<file path="config.mk">
export PLATFORM = sky130hd
export DESIGN_NAME = pipeline_top
export DESIGN_NICKNAME = d
export VERILOG_FILES = /design/src/design/rv_isa_pkg.sv /design/src/design/pipe_pkg.sv /design/src/design/if_id_intf.sv /design/src/design/fetch.sv /design/src/design/decode.sv /design/src/design/execute.sv /design/src/design/pipeline_top.sv
export SDC_FILE = /design/constraint.sdc
export NUM_CORES = 2
export LEC_CHECK = 0
export ABC_AREA = 0
export BUFFER_PORTS_ARGS = -buffer_cell sky130_fd_sc_hd__buf_2
export CAP_MARGIN = 20
export CORE_ASPECT_RATIO = 1.75
export CORE_MARGIN = 1
export CORE_UTILIZATION = 45
export CTS_CLUSTER_DIAMETER = 30
export DETAILED_ROUTE_END_ITERATION = 16
export GPL_ROUTABILITY_DRIVEN = 0
export PLACE_DENSITY = 0.67
export SETUP_SLACK_MARGIN = 0.1
export SLEW_MARGIN = 10
export SYNTH_ARGS = -nofsm -noshare
export SYNTH_HDL_FRONTEND = slang
export SYNTH_SLANG_ARGS = --single-unit
export TNS_END_PERCENT = 20
</file>
<file path="constraint.sdc">
create_clock -name clk -period 9.5 [get_ports clk]
set_input_delay 1.9 -clock clk [delete_from_list [all_inputs] [get_ports clk]]
set_output_delay 1.9 -clock clk [all_outputs]
set_load 0.005 [all_outputs]
</file>
<file path="src/design/rv_isa_pkg.sv">
package rv_isa_pkg;

    localparam int XLEN = 32;

    typedef logic [4:0] reg_idx_t;

    // Major opcodes of the supported subset
    localparam logic [6:0] OPC_OP     = 7'b0110011;
    localparam logic [6:0] OPC_OP_IMM = 7'b0010011;
    localparam logic [6:0] OPC_LUI    = 7'b0110111;
    localparam logic [6:0] OPC_BRANCH = 7'b1100011;

    // funct3 for OP and OP-IMM
    localparam logic [2:0] F3_ADD_SUB = 3'b000;
    localparam logic [2:0] F3_SLT     = 3'b010;
    localparam logic [2:0] F3_XOR     = 3'b100;
    localparam logic [2:0] F3_OR      = 3'b110;
    localparam logic [2:0] F3_AND     = 3'b111;

    // funct3 for BRANCH
    localparam logic [2:0] F3_BEQ = 3'b000;
    localparam logic [2:0] F3_BNE = 3'b001;

    // funct7, SUB is the only alternate encoding kept
    localparam logic [6:0] F7_BASE = 7'b0000000;
    localparam logic [6:0] F7_SUB  = 7'b0100000;

    // ADDI x0, x0, 0
    localparam logic [XLEN-1:0] NOP_INSTR = 32'h0000_0013;

    typedef struct packed {
        logic [6:0] funct7;
        reg_idx_t   rs2;
        reg_idx_t   rs1;
        logic [2:0] funct3;
        reg_idx_t   rd;
        logic [6:0] opcode;
    } r_fmt_t;

    typedef struct packed {
        logic [11:0] imm_11_0;
        reg_idx_t    rs1;
        logic [2:0]  funct3;
        reg_idx_t    rd;
        logic [6:0]  opcode;
    } i_fmt_t;

    // Branch offset is scattered over the word, bit 0 is implicit
    typedef struct packed {
        logic       imm_12;
        logic [5:0] imm_10_5;
        reg_idx_t   rs2;
        reg_idx_t   rs1;
        logic [2:0] funct3;
        logic [3:0] imm_4_1;
        logic       imm_11;
        logic [6:0] opcode;
    } b_fmt_t;

    typedef struct packed {
        logic [19:0] imm_31_12;
        reg_idx_t    rd;
        logic [6:0]  opcode;
    } u_fmt_t;

    typedef union packed {
        r_fmt_t r_fmt;
        i_fmt_t i_fmt;
        b_fmt_t b_fmt;
        u_fmt_t u_fmt;
    } instr_u;

endpackage

</file>
<file path="src/design/pipe_pkg.sv">
package pipe_pkg;

    typedef enum logic [2:0] {
        ALU_ADD,
        ALU_SUB,
        ALU_AND,
        ALU_OR,
        ALU_XOR,
        ALU_SLT,
        ALU_PASS_B
    } alu_op_e;

    // Decode to execute payload
    typedef struct packed {
        logic                          valid;
        logic [rv_isa_pkg::XLEN-1:0]   pc;
        rv_isa_pkg::reg_idx_t          rs1;
        rv_isa_pkg::reg_idx_t          rs2;
        rv_isa_pkg::reg_idx_t          rd;
        logic [rv_isa_pkg::XLEN-1:0]   rs1_data;
        logic [rv_isa_pkg::XLEN-1:0]   rs2_data;
        logic [rv_isa_pkg::XLEN-1:0]   imm;
        // Second ALU operand comes from imm instead of rs2
        logic                          use_imm;
        alu_op_e                       alu_op;
        logic                          wr_en;
        logic                          is_branch;
        // Set for BNE, clear for BEQ
        logic                          branch_ne;
    } id_ex_t;

endpackage

</file>
<file path="src/design/if_id_intf.sv">
interface if_id_intf;

    logic                          valid;
    logic [rv_isa_pkg::XLEN-1:0]   pc;
    rv_isa_pkg::instr_u            instr;
    // Taken branch in execute, kills what fetch holds
    logic                          flush;

    modport fetch (
        output valid,
        output pc,
        output instr,
        input  flush
    );

    modport decode (
        input valid,
        input pc,
        input instr
    );

endinterface

</file>
<file path="src/design/fetch.sv">
module fetch #(
    parameter logic [rv_isa_pkg::XLEN-1:0] RESET_PC = '0
) (
    input  logic                          clk,
    input  logic                          rst_n,
    output logic                          imem_req_o,
    output logic [rv_isa_pkg::XLEN-1:0]   imem_addr_o,
    input  logic                          imem_ack_i,
    input  logic [rv_isa_pkg::XLEN-1:0]   imem_rdata_i,
    input  logic                          redirect_valid_i,
    input  logic [rv_isa_pkg::XLEN-1:0]   redirect_pc_i,
    if_id_intf.fetch                      if_id
);

    localparam logic [rv_isa_pkg::XLEN-1:0] PC_STEP = 4;

    typedef enum logic [1:0] {
        S_IDLE,
        S_WAIT_ACK,
        S_WAIT_LOW,
        S_DISCARD
    } state_e;

    state_e                        state_q;
    logic                          req_q;
    logic [rv_isa_pkg::XLEN-1:0]   pc_q;
    logic [rv_isa_pkg::XLEN-1:0]   addr_q;
    logic                          start_req;
    logic                          fetch_done;

    // New request only once the previous ack has dropped
    assign start_req  = (state_q == S_IDLE || state_q == S_WAIT_LOW) && !imem_ack_i;
    assign fetch_done = (state_q == S_WAIT_ACK) && imem_ack_i;

    assign imem_req_o  = req_q;
    assign imem_addr_o = addr_q;

    always_ff @(posedge clk) begin
        if (!rst_n) begin
            state_q <= S_IDLE;
            req_q   <= 1'b0;
        end else begin
            case (state_q)
                S_IDLE, S_WAIT_LOW: begin
                    if (start_req) begin
                        req_q   <= 1'b1;
                        state_q <= S_WAIT_ACK;
                    end
                end
                S_WAIT_ACK: begin
                    if (imem_ack_i) begin
                        req_q   <= 1'b0;
                        state_q <= S_WAIT_LOW;
                    end else if (redirect_valid_i) begin
                        state_q <= S_DISCARD;
                    end
                end
                // Close the stale handshake, data is dropped
                S_DISCARD: begin
                    if (imem_ack_i) begin
                        req_q   <= 1'b0;
                        state_q <= S_WAIT_LOW;
                    end
                end
                default: state_q <= S_IDLE;
            endcase
        end
    end

    // pc_q is the next address to request
    always_ff @(posedge clk) begin
        if (!rst_n) begin
            pc_q <= RESET_PC;
        end else if (redirect_valid_i) begin
            pc_q <= redirect_pc_i;
        end else if (fetch_done) begin
            pc_q <= addr_q + PC_STEP;
        end
    end

    always_ff @(posedge clk) begin
        if (start_req) begin
            addr_q <= redirect_valid_i ? redirect_pc_i : pc_q;
        end
    end

    // Fetch to decode register
    always_ff @(posedge clk) begin
        if (!rst_n) begin
            if_id.valid <= 1'b0;
        end else begin
            if_id.valid <= fetch_done && !if_id.flush;
        end
    end

    always_ff @(posedge clk) begin
        if (if_id.flush) begin
            if_id.instr <= rv_isa_pkg::NOP_INSTR;
        end else if (fetch_done) begin
            if_id.pc    <= addr_q;
            if_id.instr <= imem_rdata_i;
        end
    end

    a_addr_stable: assert property (@(posedge clk) disable iff (!rst_n)
        imem_req_o |=> !imem_req_o || $stable(imem_addr_o));

endmodule

</file>
<file path="src/design/decode.sv">
module decode (
    input  logic                          clk,
    input  logic                          rst_n,
    if_id_intf.decode                     if_id,
    input  logic                          flush_i,
    input  logic                          wb_valid_i,
    input  rv_isa_pkg::reg_idx_t          wb_rd_i,
    input  logic [rv_isa_pkg::XLEN-1:0]   wb_data_i,
    output pipe_pkg::id_ex_t              id_ex_o
);

    rv_isa_pkg::instr_u                   instr;
    logic [rv_isa_pkg::XLEN-1:0]          imm_i;
    logic [rv_isa_pkg::XLEN-1:0]          imm_b;
    logic [rv_isa_pkg::XLEN-1:0]          imm_u;
    pipe_pkg::id_ex_t                     id_ex_d;
    // x1..x31, x0 has no storage
    logic [31:1][rv_isa_pkg::XLEN-1:0]    regs;

    assign instr = if_id.instr;

    // Sign-extended immediates, one per format
    assign imm_i = {{20{instr.i_fmt.imm_11_0[11]}}, instr.i_fmt.imm_11_0};
    assign imm_b = {{19{instr.b_fmt.imm_12}}, instr.b_fmt.imm_12, instr.b_fmt.imm_11,
                    instr.b_fmt.imm_10_5, instr.b_fmt.imm_4_1, 1'b0};
    assign imm_u = {instr.u_fmt.imm_31_12, 12'b0};

    always_comb begin
        id_ex_d           = '0;
        id_ex_d.valid     = if_id.valid;
        id_ex_d.pc        = if_id.pc;
        id_ex_d.rs1       = instr.r_fmt.rs1;
        id_ex_d.rs2       = instr.r_fmt.rs2;
        id_ex_d.rd        = instr.r_fmt.rd;
        id_ex_d.alu_op    = pipe_pkg::ALU_ADD;

        case (instr.r_fmt.opcode)
            rv_isa_pkg::OPC_OP: begin
                id_ex_d.wr_en = 1'b1;
                case (instr.r_fmt.funct3)
                    rv_isa_pkg::F3_ADD_SUB: begin
                        if (instr.r_fmt.funct7 == rv_isa_pkg::F7_SUB) begin
                            id_ex_d.alu_op = pipe_pkg::ALU_SUB;
                        end
                    end
                    rv_isa_pkg::F3_SLT: id_ex_d.alu_op = pipe_pkg::ALU_SLT;
                    rv_isa_pkg::F3_XOR: id_ex_d.alu_op = pipe_pkg::ALU_XOR;
                    rv_isa_pkg::F3_OR:  id_ex_d.alu_op = pipe_pkg::ALU_OR;
                    rv_isa_pkg::F3_AND: id_ex_d.alu_op = pipe_pkg::ALU_AND;
                    default:            id_ex_d.wr_en  = 1'b0;
                endcase
            end
            rv_isa_pkg::OPC_OP_IMM: begin
                id_ex_d.wr_en   = 1'b1;
                id_ex_d.use_imm = 1'b1;
                id_ex_d.imm     = imm_i;
                case (instr.i_fmt.funct3)
                    rv_isa_pkg::F3_ADD_SUB: id_ex_d.alu_op = pipe_pkg::ALU_ADD;
                    rv_isa_pkg::F3_XOR:     id_ex_d.alu_op = pipe_pkg::ALU_XOR;
                    rv_isa_pkg::F3_OR:      id_ex_d.alu_op = pipe_pkg::ALU_OR;
                    rv_isa_pkg::F3_AND:     id_ex_d.alu_op = pipe_pkg::ALU_AND;
                    default:                id_ex_d.wr_en  = 1'b0;
                endcase
            end
            rv_isa_pkg::OPC_LUI: begin
                id_ex_d.wr_en   = 1'b1;
                id_ex_d.use_imm = 1'b1;
                id_ex_d.imm     = imm_u;
                id_ex_d.alu_op  = pipe_pkg::ALU_PASS_B;
            end
            rv_isa_pkg::OPC_BRANCH: begin
                id_ex_d.is_branch = 1'b1;
                id_ex_d.imm       = imm_b;
                id_ex_d.branch_ne = (instr.b_fmt.funct3 == rv_isa_pkg::F3_BNE);
            end
            default: id_ex_d.wr_en = 1'b0;
        endcase

        // Register reads, a write in this same cycle wins
        if (id_ex_d.rs1 == '0) begin
            id_ex_d.rs1_data = '0;
        end else if (wb_valid_i && wb_rd_i == id_ex_d.rs1) begin
            id_ex_d.rs1_data = wb_data_i;
        end else begin
            id_ex_d.rs1_data = regs[id_ex_d.rs1];
        end
        if (id_ex_d.rs2 == '0) begin
            id_ex_d.rs2_data = '0;
        end else if (wb_valid_i && wb_rd_i == id_ex_d.rs2) begin
            id_ex_d.rs2_data = wb_data_i;
        end else begin
            id_ex_d.rs2_data = regs[id_ex_d.rs2];
        end
    end

    always_ff @(posedge clk) begin
        if (wb_valid_i && wb_rd_i != '0) begin
            regs[wb_rd_i] <= wb_data_i;
        end
    end

    // Decode to execute register, only valid is cleared
    always_ff @(posedge clk) begin
        id_ex_o <= id_ex_d;
        if (!rst_n || flush_i) begin
            id_ex_o.valid <= 1'b0;
        end
    end

    a_x0_write: assert property (@(posedge clk) disable iff (!rst_n)
        wb_valid_i && wb_rd_i == '0 |=> $stable(regs));

endmodule

</file>
<file path="src/design/execute.sv">
module execute (
    input  logic                          clk,
    input  logic                          rst_n,
    input  pipe_pkg::id_ex_t              id_ex_i,
    output logic                          redirect_valid_o,
    output logic [rv_isa_pkg::XLEN-1:0]   redirect_pc_o,
    output logic                          flush_o,
    output logic                          wb_valid_o,
    output rv_isa_pkg::reg_idx_t          wb_rd_o,
    output logic [rv_isa_pkg::XLEN-1:0]   wb_data_o,
    output logic                          retire_valid_o,
    output logic [rv_isa_pkg::XLEN-1:0]   retire_pc_o,
    output rv_isa_pkg::reg_idx_t          retire_rd_o,
    output logic [rv_isa_pkg::XLEN-1:0]   retire_data_o
);

    logic                          fwd_rs1;
    logic                          fwd_rs2;
    logic [rv_isa_pkg::XLEN-1:0]   op_a;
    logic [rv_isa_pkg::XLEN-1:0]   op_b_reg;
    logic [rv_isa_pkg::XLEN-1:0]   alu_b;
    logic [rv_isa_pkg::XLEN-1:0]   alu_result;
    logic                          operands_eq;
    logic                          branch_taken;
    logic                          writes_rd;

    logic                          retire_valid_q;
    logic [rv_isa_pkg::XLEN-1:0]   retire_pc_q;
    rv_isa_pkg::reg_idx_t          retire_rd_q;
    logic [rv_isa_pkg::XLEN-1:0]   retire_data_q;

    // Forward from the writeback register unless it targets x0
    assign fwd_rs1 = wb_valid_o && (wb_rd_o != '0) && (wb_rd_o == id_ex_i.rs1);
    assign fwd_rs2 = wb_valid_o && (wb_rd_o != '0) && (wb_rd_o == id_ex_i.rs2);

    assign op_a     = fwd_rs1 ? wb_data_o : id_ex_i.rs1_data;
    assign op_b_reg = fwd_rs2 ? wb_data_o : id_ex_i.rs2_data;
    assign alu_b    = id_ex_i.use_imm ? id_ex_i.imm : op_b_reg;

    always_comb begin
        case (id_ex_i.alu_op)
            pipe_pkg::ALU_ADD:    alu_result = op_a + alu_b;
            pipe_pkg::ALU_SUB:    alu_result = op_a - alu_b;
            pipe_pkg::ALU_AND:    alu_result = op_a & alu_b;
            pipe_pkg::ALU_OR:     alu_result = op_a | alu_b;
            pipe_pkg::ALU_XOR:    alu_result = op_a ^ alu_b;
            pipe_pkg::ALU_SLT: begin
                alu_result = {{(rv_isa_pkg::XLEN-1){1'b0}}, $signed(op_a) < $signed(alu_b)};
            end
            pipe_pkg::ALU_PASS_B: alu_result = alu_b;
            default:              alu_result = '0;
        endcase
    end

    // BEQ and BNE share the comparator, BNE inverts it
    assign operands_eq  = (op_a == op_b_reg);
    assign branch_taken = id_ex_i.valid && id_ex_i.is_branch
                          && (operands_eq ^ id_ex_i.branch_ne);

    assign redirect_valid_o = branch_taken;
    assign redirect_pc_o    = id_ex_i.pc + id_ex_i.imm;
    assign flush_o          = branch_taken;

    // Branches and writes to x0 retire with rd and data zero
    assign writes_rd = id_ex_i.wr_en && (id_ex_i.rd != '0);

    always_ff @(posedge clk) begin
        if (!rst_n) begin
            retire_valid_q <= 1'b0;
        end else begin
            retire_valid_q <= id_ex_i.valid;
        end
    end

    always_ff @(posedge clk) begin
        retire_pc_q   <= id_ex_i.pc;
        retire_rd_q   <= writes_rd ? id_ex_i.rd : '0;
        retire_data_q <= writes_rd ? alu_result : '0;
    end

    // One register feeds both the register file write and the retire port
    assign wb_valid_o = retire_valid_q;
    assign wb_rd_o    = retire_rd_q;
    assign wb_data_o  = retire_data_q;

    assign retire_valid_o = retire_valid_q;
    assign retire_pc_o    = retire_pc_q;
    assign retire_rd_o    = retire_rd_q;
    assign retire_data_o  = retire_data_q;

    // Redirect comes from a live branch and the slot behind it is flushed
    a_redirect_valid: assert property (@(posedge clk) disable iff (!rst_n)
        redirect_valid_o |-> id_ex_i.valid ##1 !id_ex_i.valid);

endmodule

</file>
<file path="src/design/pipeline_top.sv">
module pipeline_top #(
    parameter logic [rv_isa_pkg::XLEN-1:0] RESET_PC = 32'h8000_0000
) (
    input  logic                          clk,
    input  logic                          rst_n,
    output logic                          imem_req_o,
    output logic [rv_isa_pkg::XLEN-1:0]   imem_addr_o,
    input  logic                          imem_ack_i,
    input  logic [rv_isa_pkg::XLEN-1:0]   imem_rdata_i,
    output logic                          retire_valid_o,
    output logic [rv_isa_pkg::XLEN-1:0]   retire_pc_o,
    output rv_isa_pkg::reg_idx_t          retire_rd_o,
    output logic [rv_isa_pkg::XLEN-1:0]   retire_data_o
);

    pipe_pkg::id_ex_t                     id_ex;
    logic                                 wb_valid;
    rv_isa_pkg::reg_idx_t                 wb_rd;
    logic [rv_isa_pkg::XLEN-1:0]          wb_data;
    logic                                 redirect_valid;
    logic [rv_isa_pkg::XLEN-1:0]          redirect_pc;
    logic                                 flush;

    if_id_intf u_if_id ();

    assign u_if_id.flush = flush;

    fetch #(
        .RESET_PC         (RESET_PC)
    ) u_fetch (
        .clk              (clk),
        .rst_n            (rst_n),
        .imem_req_o       (imem_req_o),
        .imem_addr_o      (imem_addr_o),
        .imem_ack_i       (imem_ack_i),
        .imem_rdata_i     (imem_rdata_i),
        .redirect_valid_i (redirect_valid),
        .redirect_pc_i    (redirect_pc),
        .if_id            (u_if_id.fetch)
    );

    decode u_decode (
        .clk              (clk),
        .rst_n            (rst_n),
        .if_id            (u_if_id.decode),
        .flush_i          (flush),
        .wb_valid_i       (wb_valid),
        .wb_rd_i          (wb_rd),
        .wb_data_i        (wb_data),
        .id_ex_o          (id_ex)
    );

    execute u_execute (
        .clk              (clk),
        .rst_n            (rst_n),
        .id_ex_i          (id_ex),
        .redirect_valid_o (redirect_valid),
        .redirect_pc_o    (redirect_pc),
        .flush_o          (flush),
        .wb_valid_o       (wb_valid),
        .wb_rd_o          (wb_rd),
        .wb_data_o        (wb_data),
        .retire_valid_o   (retire_valid_o),
        .retire_pc_o      (retire_pc_o),
        .retire_rd_o      (retire_rd_o),
        .retire_data_o    (retire_data_o)
    );

endmodule

</file>
==> flow_summary.toml <==
[route]
antenna_violating_nets_post_route = 0
via_total_after_detailed_routing = 44511
detail_route.vias_per_cell = 6.473
wl_mm = 211.2
drt_first_iter_violations = 5002
drt-wirelength-per-cell_um = 30.71
post-route-drc-count = 0
drt-pass1-iter-count = 7

[timing]
worst_slack_ns = 2.488
hold_violations = 0
final_max_slew_viol_count = 0
layout_worst_path_cycle_share_pct = 73.81
timing.final.setup_violations = 0
max_slew.worst_pin.slew_ns = 1.127
rel_slew_slack_pct = 24.25
clock-skew-final_ns = 0.03709
final.setup.tns_ns = 0
grt_setup_unrepaired = "false"
timing.final.crit_period_ns = 7.012
maximum_clock_frequency_mhz = 142.6

[critical_path]
worstPathRequired_ns = 10.18
timing.setup.critical_path_class = "flip-flop to flip-flop"
crit_path_max_fanout = 44
critical_path.endpoint_type = "flip-flop"
arrival_ns = 7.69
cp-start-kind = "flip-flop"
worst_r2r_path_cells = 18

[global_route]
grt_overflow = 0
grt_pass1_vias = 44916
grt_max_degree = 103
grt.total_usage_pct = 27.98
number_of_antenna_violations_at_the_first_check_in_global_routing = 3
wire_length_of_the_first_global_routing_pass_mm = 305.8

[clocking]
cts_max_level = 4
clock_path_buffers = 3
cts-resized-gates = 0
clkLatencyLatePin_ns = 0.79
cts_root_buf = "sky130_fd_sc_hd__clkbuf_16"
cts_made_buffers = 156
cts_hold_buffers = 0
post_cts_buffers = 0
cts_tree = "done"
clk_transition_reported_paths_ns = 0.07
clock_sinks = 1345

[synth]
synthesized_area_per_cell_um2 = 14.38
synth_cells = 4677
synth_warnings = 0
async_flop_share_pct = 0
synth_seq_cells = 1345
synth-seq-area-share_pct = 55.75
synth-edff-count = 1056
post_synth_num_cell_types = 80
yosys_most_used_dff = "sky130_fd_sc_hd__edfxtp_1"
syn_std_cell_area_um2 = 67260
synth_nets = 4843

[place]
dpl.cell_count = 6589
dpl_worst_slack_ns = 2.904
buffer_ports.inserted = 137
dp.final_hpwl_mm = 129.9
dpl-instance-area_um2 = 70520

[die]
std_cell_rows = 187
initial_utilization_pct = 45.34
floorplan_die_area_um2 = 151100
dieWidth_um = 294.3
std_cell_core_area_um2 = 148300
io_pins = 138
fp.dieH_um = 513.4

[hold_path]
worst_hold_path.num_cells = 0
hold_path_class = "flip-flop to flip-flop"

[job]
max_cap_viol_count = 0

[cells_and_area]
final_cell_count_no_fill = 6876
drive_above_1_share_pct = 26.17
finalNetCount = 4930
stdcell_area_um2 = 75860
area_growth_syn_to_layout_pct = 12.78

[power]
pd_cells_nw_per_um2 = 237.5
power.total_mw = 18.02
total_leakage_power_nw = 28.05
vdd.ir_drop.worst_uv = 170.1

[status]
result_of_the_run = "finished clean"
Yosys cell counts (11+ instances only):
cell type                  instances  area share (%)
sky130_fd_sc_hd__a211oi_1         19            0.21
sky130_fd_sc_hd__a21boi_0         15            0.17
sky130_fd_sc_hd__a21o_1           60            0.67
sky130_fd_sc_hd__a21oi_1         257             1.9
sky130_fd_sc_hd__a221oi_1         12            0.16
sky130_fd_sc_hd__a22o_1           69            0.90
sky130_fd_sc_hd__a311oi_1         14            0.18
sky130_fd_sc_hd__a31oi_1          30            0.28
sky130_fd_sc_hd__and2_1           15            0.14
sky130_fd_sc_hd__and3_1           18            0.17
sky130_fd_sc_hd__buf_1            66            0.37
sky130_fd_sc_hd__buf_2            19            0.14
sky130_fd_sc_hd__clkbuf_1        243             1.4
sky130_fd_sc_hd__dfxtp_1         289             8.6
sky130_fd_sc_hd__edfxtp_1       1056              47
sky130_fd_sc_hd__ha_1            128             2.4
sky130_fd_sc_hd__inv_1           143            0.80
sky130_fd_sc_hd__mux2_2           91             1.5
sky130_fd_sc_hd__mux2i_1         117             1.7
sky130_fd_sc_hd__mux4_2          576              19
sky130_fd_sc_hd__nand2_1         323             1.8
sky130_fd_sc_hd__nand2b_1         38            0.35
sky130_fd_sc_hd__nand3_1          50            0.37
sky130_fd_sc_hd__nand3b_1         11            0.12
sky130_fd_sc_hd__nand4_1          32            0.30
sky130_fd_sc_hd__nor2_1          322             1.8
sky130_fd_sc_hd__nor2b_1          25            0.23
sky130_fd_sc_hd__nor3_1           48            0.36
sky130_fd_sc_hd__nor4_1           28            0.26
sky130_fd_sc_hd__o211ai_1         40            0.45
sky130_fd_sc_hd__o21a_1           21            0.23
sky130_fd_sc_hd__o21ai_0         131            0.97
sky130_fd_sc_hd__o21bai_1         17            0.19
sky130_fd_sc_hd__o22ai_1          26            0.24
sky130_fd_sc_hd__o311ai_0         13            0.17
sky130_fd_sc_hd__o31ai_1          21            0.23
sky130_fd_sc_hd__or3_1            25            0.23
sky130_fd_sc_hd__xnor2_1          62            0.81
sky130_fd_sc_hd__xor2_1           49            0.64
path summary, 6_finish.rpt:
| check | start | to | slack [ns] |
|---|---|---|---|
| worst max-delay path | u_execute.retire_rd_o[4] | u_execute.retire_data_o[30] | 2.49 |
| worst max register to register | u_execute.retire_rd_o[4] | u_execute.retire_data_o[30] | 2.49 |
| worst min-delay path | u_fetch.if_id.pc[4] | u_decode.id_ex_o[122] | 0.34 |
| worst min register to register | u_fetch.if_id.pc[4] | u_decode.id_ex_o[122] | 0.34 |
power breakdown:
| part | internal [mW] | switching (mW) |
|---|---|---|
| clock network | 3.51 | 2.65 |
| registers | 6.48 | 0.360 |
| logic | 2.07 | 2.95 |
| total | 12.1 | 5.95 |
routing by layer:
metal  vias to the layer above  part of all wire, %  global-route usage (%)
li1                      18681                    -                       -
met1                     22611                   33                   31.63
met2                      2486                   51                   48.28
met3                       731                  8.5                   4.954
met4                         2                  7.7                   18.49
met5                         -               0.0033                       0
worst max-delay path: stages (launching register included):
cell	delay (ns)
sky130_fd_sc_hd__dfxtp_1	0.49
sky130_fd_sc_hd__or3_1	0.63
sky130_fd_sc_hd__o31ai_4	0.23
sky130_fd_sc_hd__buf_4	0.34
sky130_fd_sc_hd__or3_2	0.56
sky130_fd_sc_hd__buf_4	0.55
sky130_fd_sc_hd__nor2_1	0.08
sky130_fd_sc_hd__a21o_1	0.20
sky130_fd_sc_hd__ha_1	0.41
sky130_fd_sc_hd__inv_1	0.11
sky130_fd_sc_hd__o311a_1	0.14
sky130_fd_sc_hd__o21ai_1	0.32
sky130_fd_sc_hd__a211oi_1	0.29
sky130_fd_sc_hd__o31ai_1	1.00
sky130_fd_sc_hd__o221ai_1	0.35
sky130_fd_sc_hd__a221o_1	0.40
sky130_fd_sc_hd__or4b_1	0.46
sky130_fd_sc_hd__and3_1	0.17
sky130_fd_sc_hd__a21oi_1	0.11
area by class of cell:
type                    instances  area (um^2)
diodes                          1        2.502
multi-input cells            2852        28240
repair buffers                265         1720
flip-flops and latches       1345        37540
well taps                    1984         2482
clock buffers                 175         4111
inverters                     144        540.5
fillers                     12277        72480
clock inverters               110         1219
metrics by stage:
stage               util, %  hold WS, ns
floorplan                 -       0.3233
global placement      47.52       0.3249
detailed placement    47.54       0.3269
CTS                   51.13       0.3369
global route          51.14       0.3435
finish                51.14       0.3366
cell usage in the layout (no fill, tap or decap), types with 17 or more instances in the layout:
| master | count |
|---|---|
| sky130_fd_sc_hd__a21oi_1 | 257 |
| sky130_fd_sc_hd__o21bai_1 | 17 |
| sky130_fd_sc_hd__a22o_1 | 69 |
| sky130_fd_sc_hd__mux2_2 | 91 |
| sky130_fd_sc_hd__ha_1 | 128 |
| sky130_fd_sc_hd__o21ai_0 | 131 |
| sky130_fd_sc_hd__inv_6 | 24 |
| sky130_fd_sc_hd__edfxtp_1 | 1056 |
| sky130_fd_sc_hd__xor2_1 | 49 |
| sky130_fd_sc_hd__dfxtp_1 | 275 |
| sky130_fd_sc_hd__or3_1 | 24 |
| sky130_fd_sc_hd__nor4_1 | 28 |
| sky130_fd_sc_hd__nor2_4 | 36 |
| sky130_fd_sc_hd__mux2i_1 | 117 |
| sky130_fd_sc_hd__buf_2 | 137 |
| sky130_fd_sc_hd__a21o_1 | 60 |
| sky130_fd_sc_hd__nor3_1 | 46 |
| sky130_fd_sc_hd__buf_4 | 122 |
| sky130_fd_sc_hd__o21a_1 | 21 |
| sky130_fd_sc_hd__nand2_1 | 323 |
| sky130_fd_sc_hd__inv_1 | 143 |
| sky130_fd_sc_hd__xnor2_1 | 62 |
| sky130_fd_sc_hd__nand4_1 | 32 |
| sky130_fd_sc_hd__nand2b_1 | 38 |
| sky130_fd_sc_hd__clkbuf_16 | 161 |
| sky130_fd_sc_hd__o31ai_1 | 21 |
| sky130_fd_sc_hd__nor2_1 | 286 |
| sky130_fd_sc_hd__nor2b_1 | 23 |
| sky130_fd_sc_hd__a31oi_1 | 30 |
| sky130_fd_sc_hd__mux4_2 | 576 |
| sky130_fd_sc_hd__a211oi_1 | 19 |
| sky130_fd_sc_hd__o211ai_1 | 40 |
| sky130_fd_sc_hd__nand3_1 | 49 |
| sky130_fd_sc_hd__o22ai_1 | 26 |
sequential cells by signal, indices dropped and copies added (netlist names):
name	count
u_decode.id_ex_o	151
u_decode.regs	992
u_execute.retire_data_o	32
u_execute.retire_pc_o	32
u_execute.retire_rd_o	5
u_execute.retire_valid_o	1
u_fetch.if_id.instr	32
u_fetch.if_id.pc	32
u_fetch.if_id.valid	1
u_fetch.imem_addr_o	32
u_fetch.imem_req_o	1
u_fetch.pc_q	32
u_fetch.state_q	2
logic make-up after synthesis:
| logic type | count (synthesis) | share of synthesized area [%] |
|---|---|---|
| DFF | 1345 | 55.75 |
| and+or+nand+nor | 982 | 6.697 |
| AOI/OAI and AO/OA | 835 | 8.159 |
| muxes | 793 | 22.71 |
| buffers and inverters | 480 | 2.775 |
| adders and majority gates | 131 | 2.470 |
| xor gates and xnor gates | 111 | 1.445 |
(Power assumes the default switching activity.)
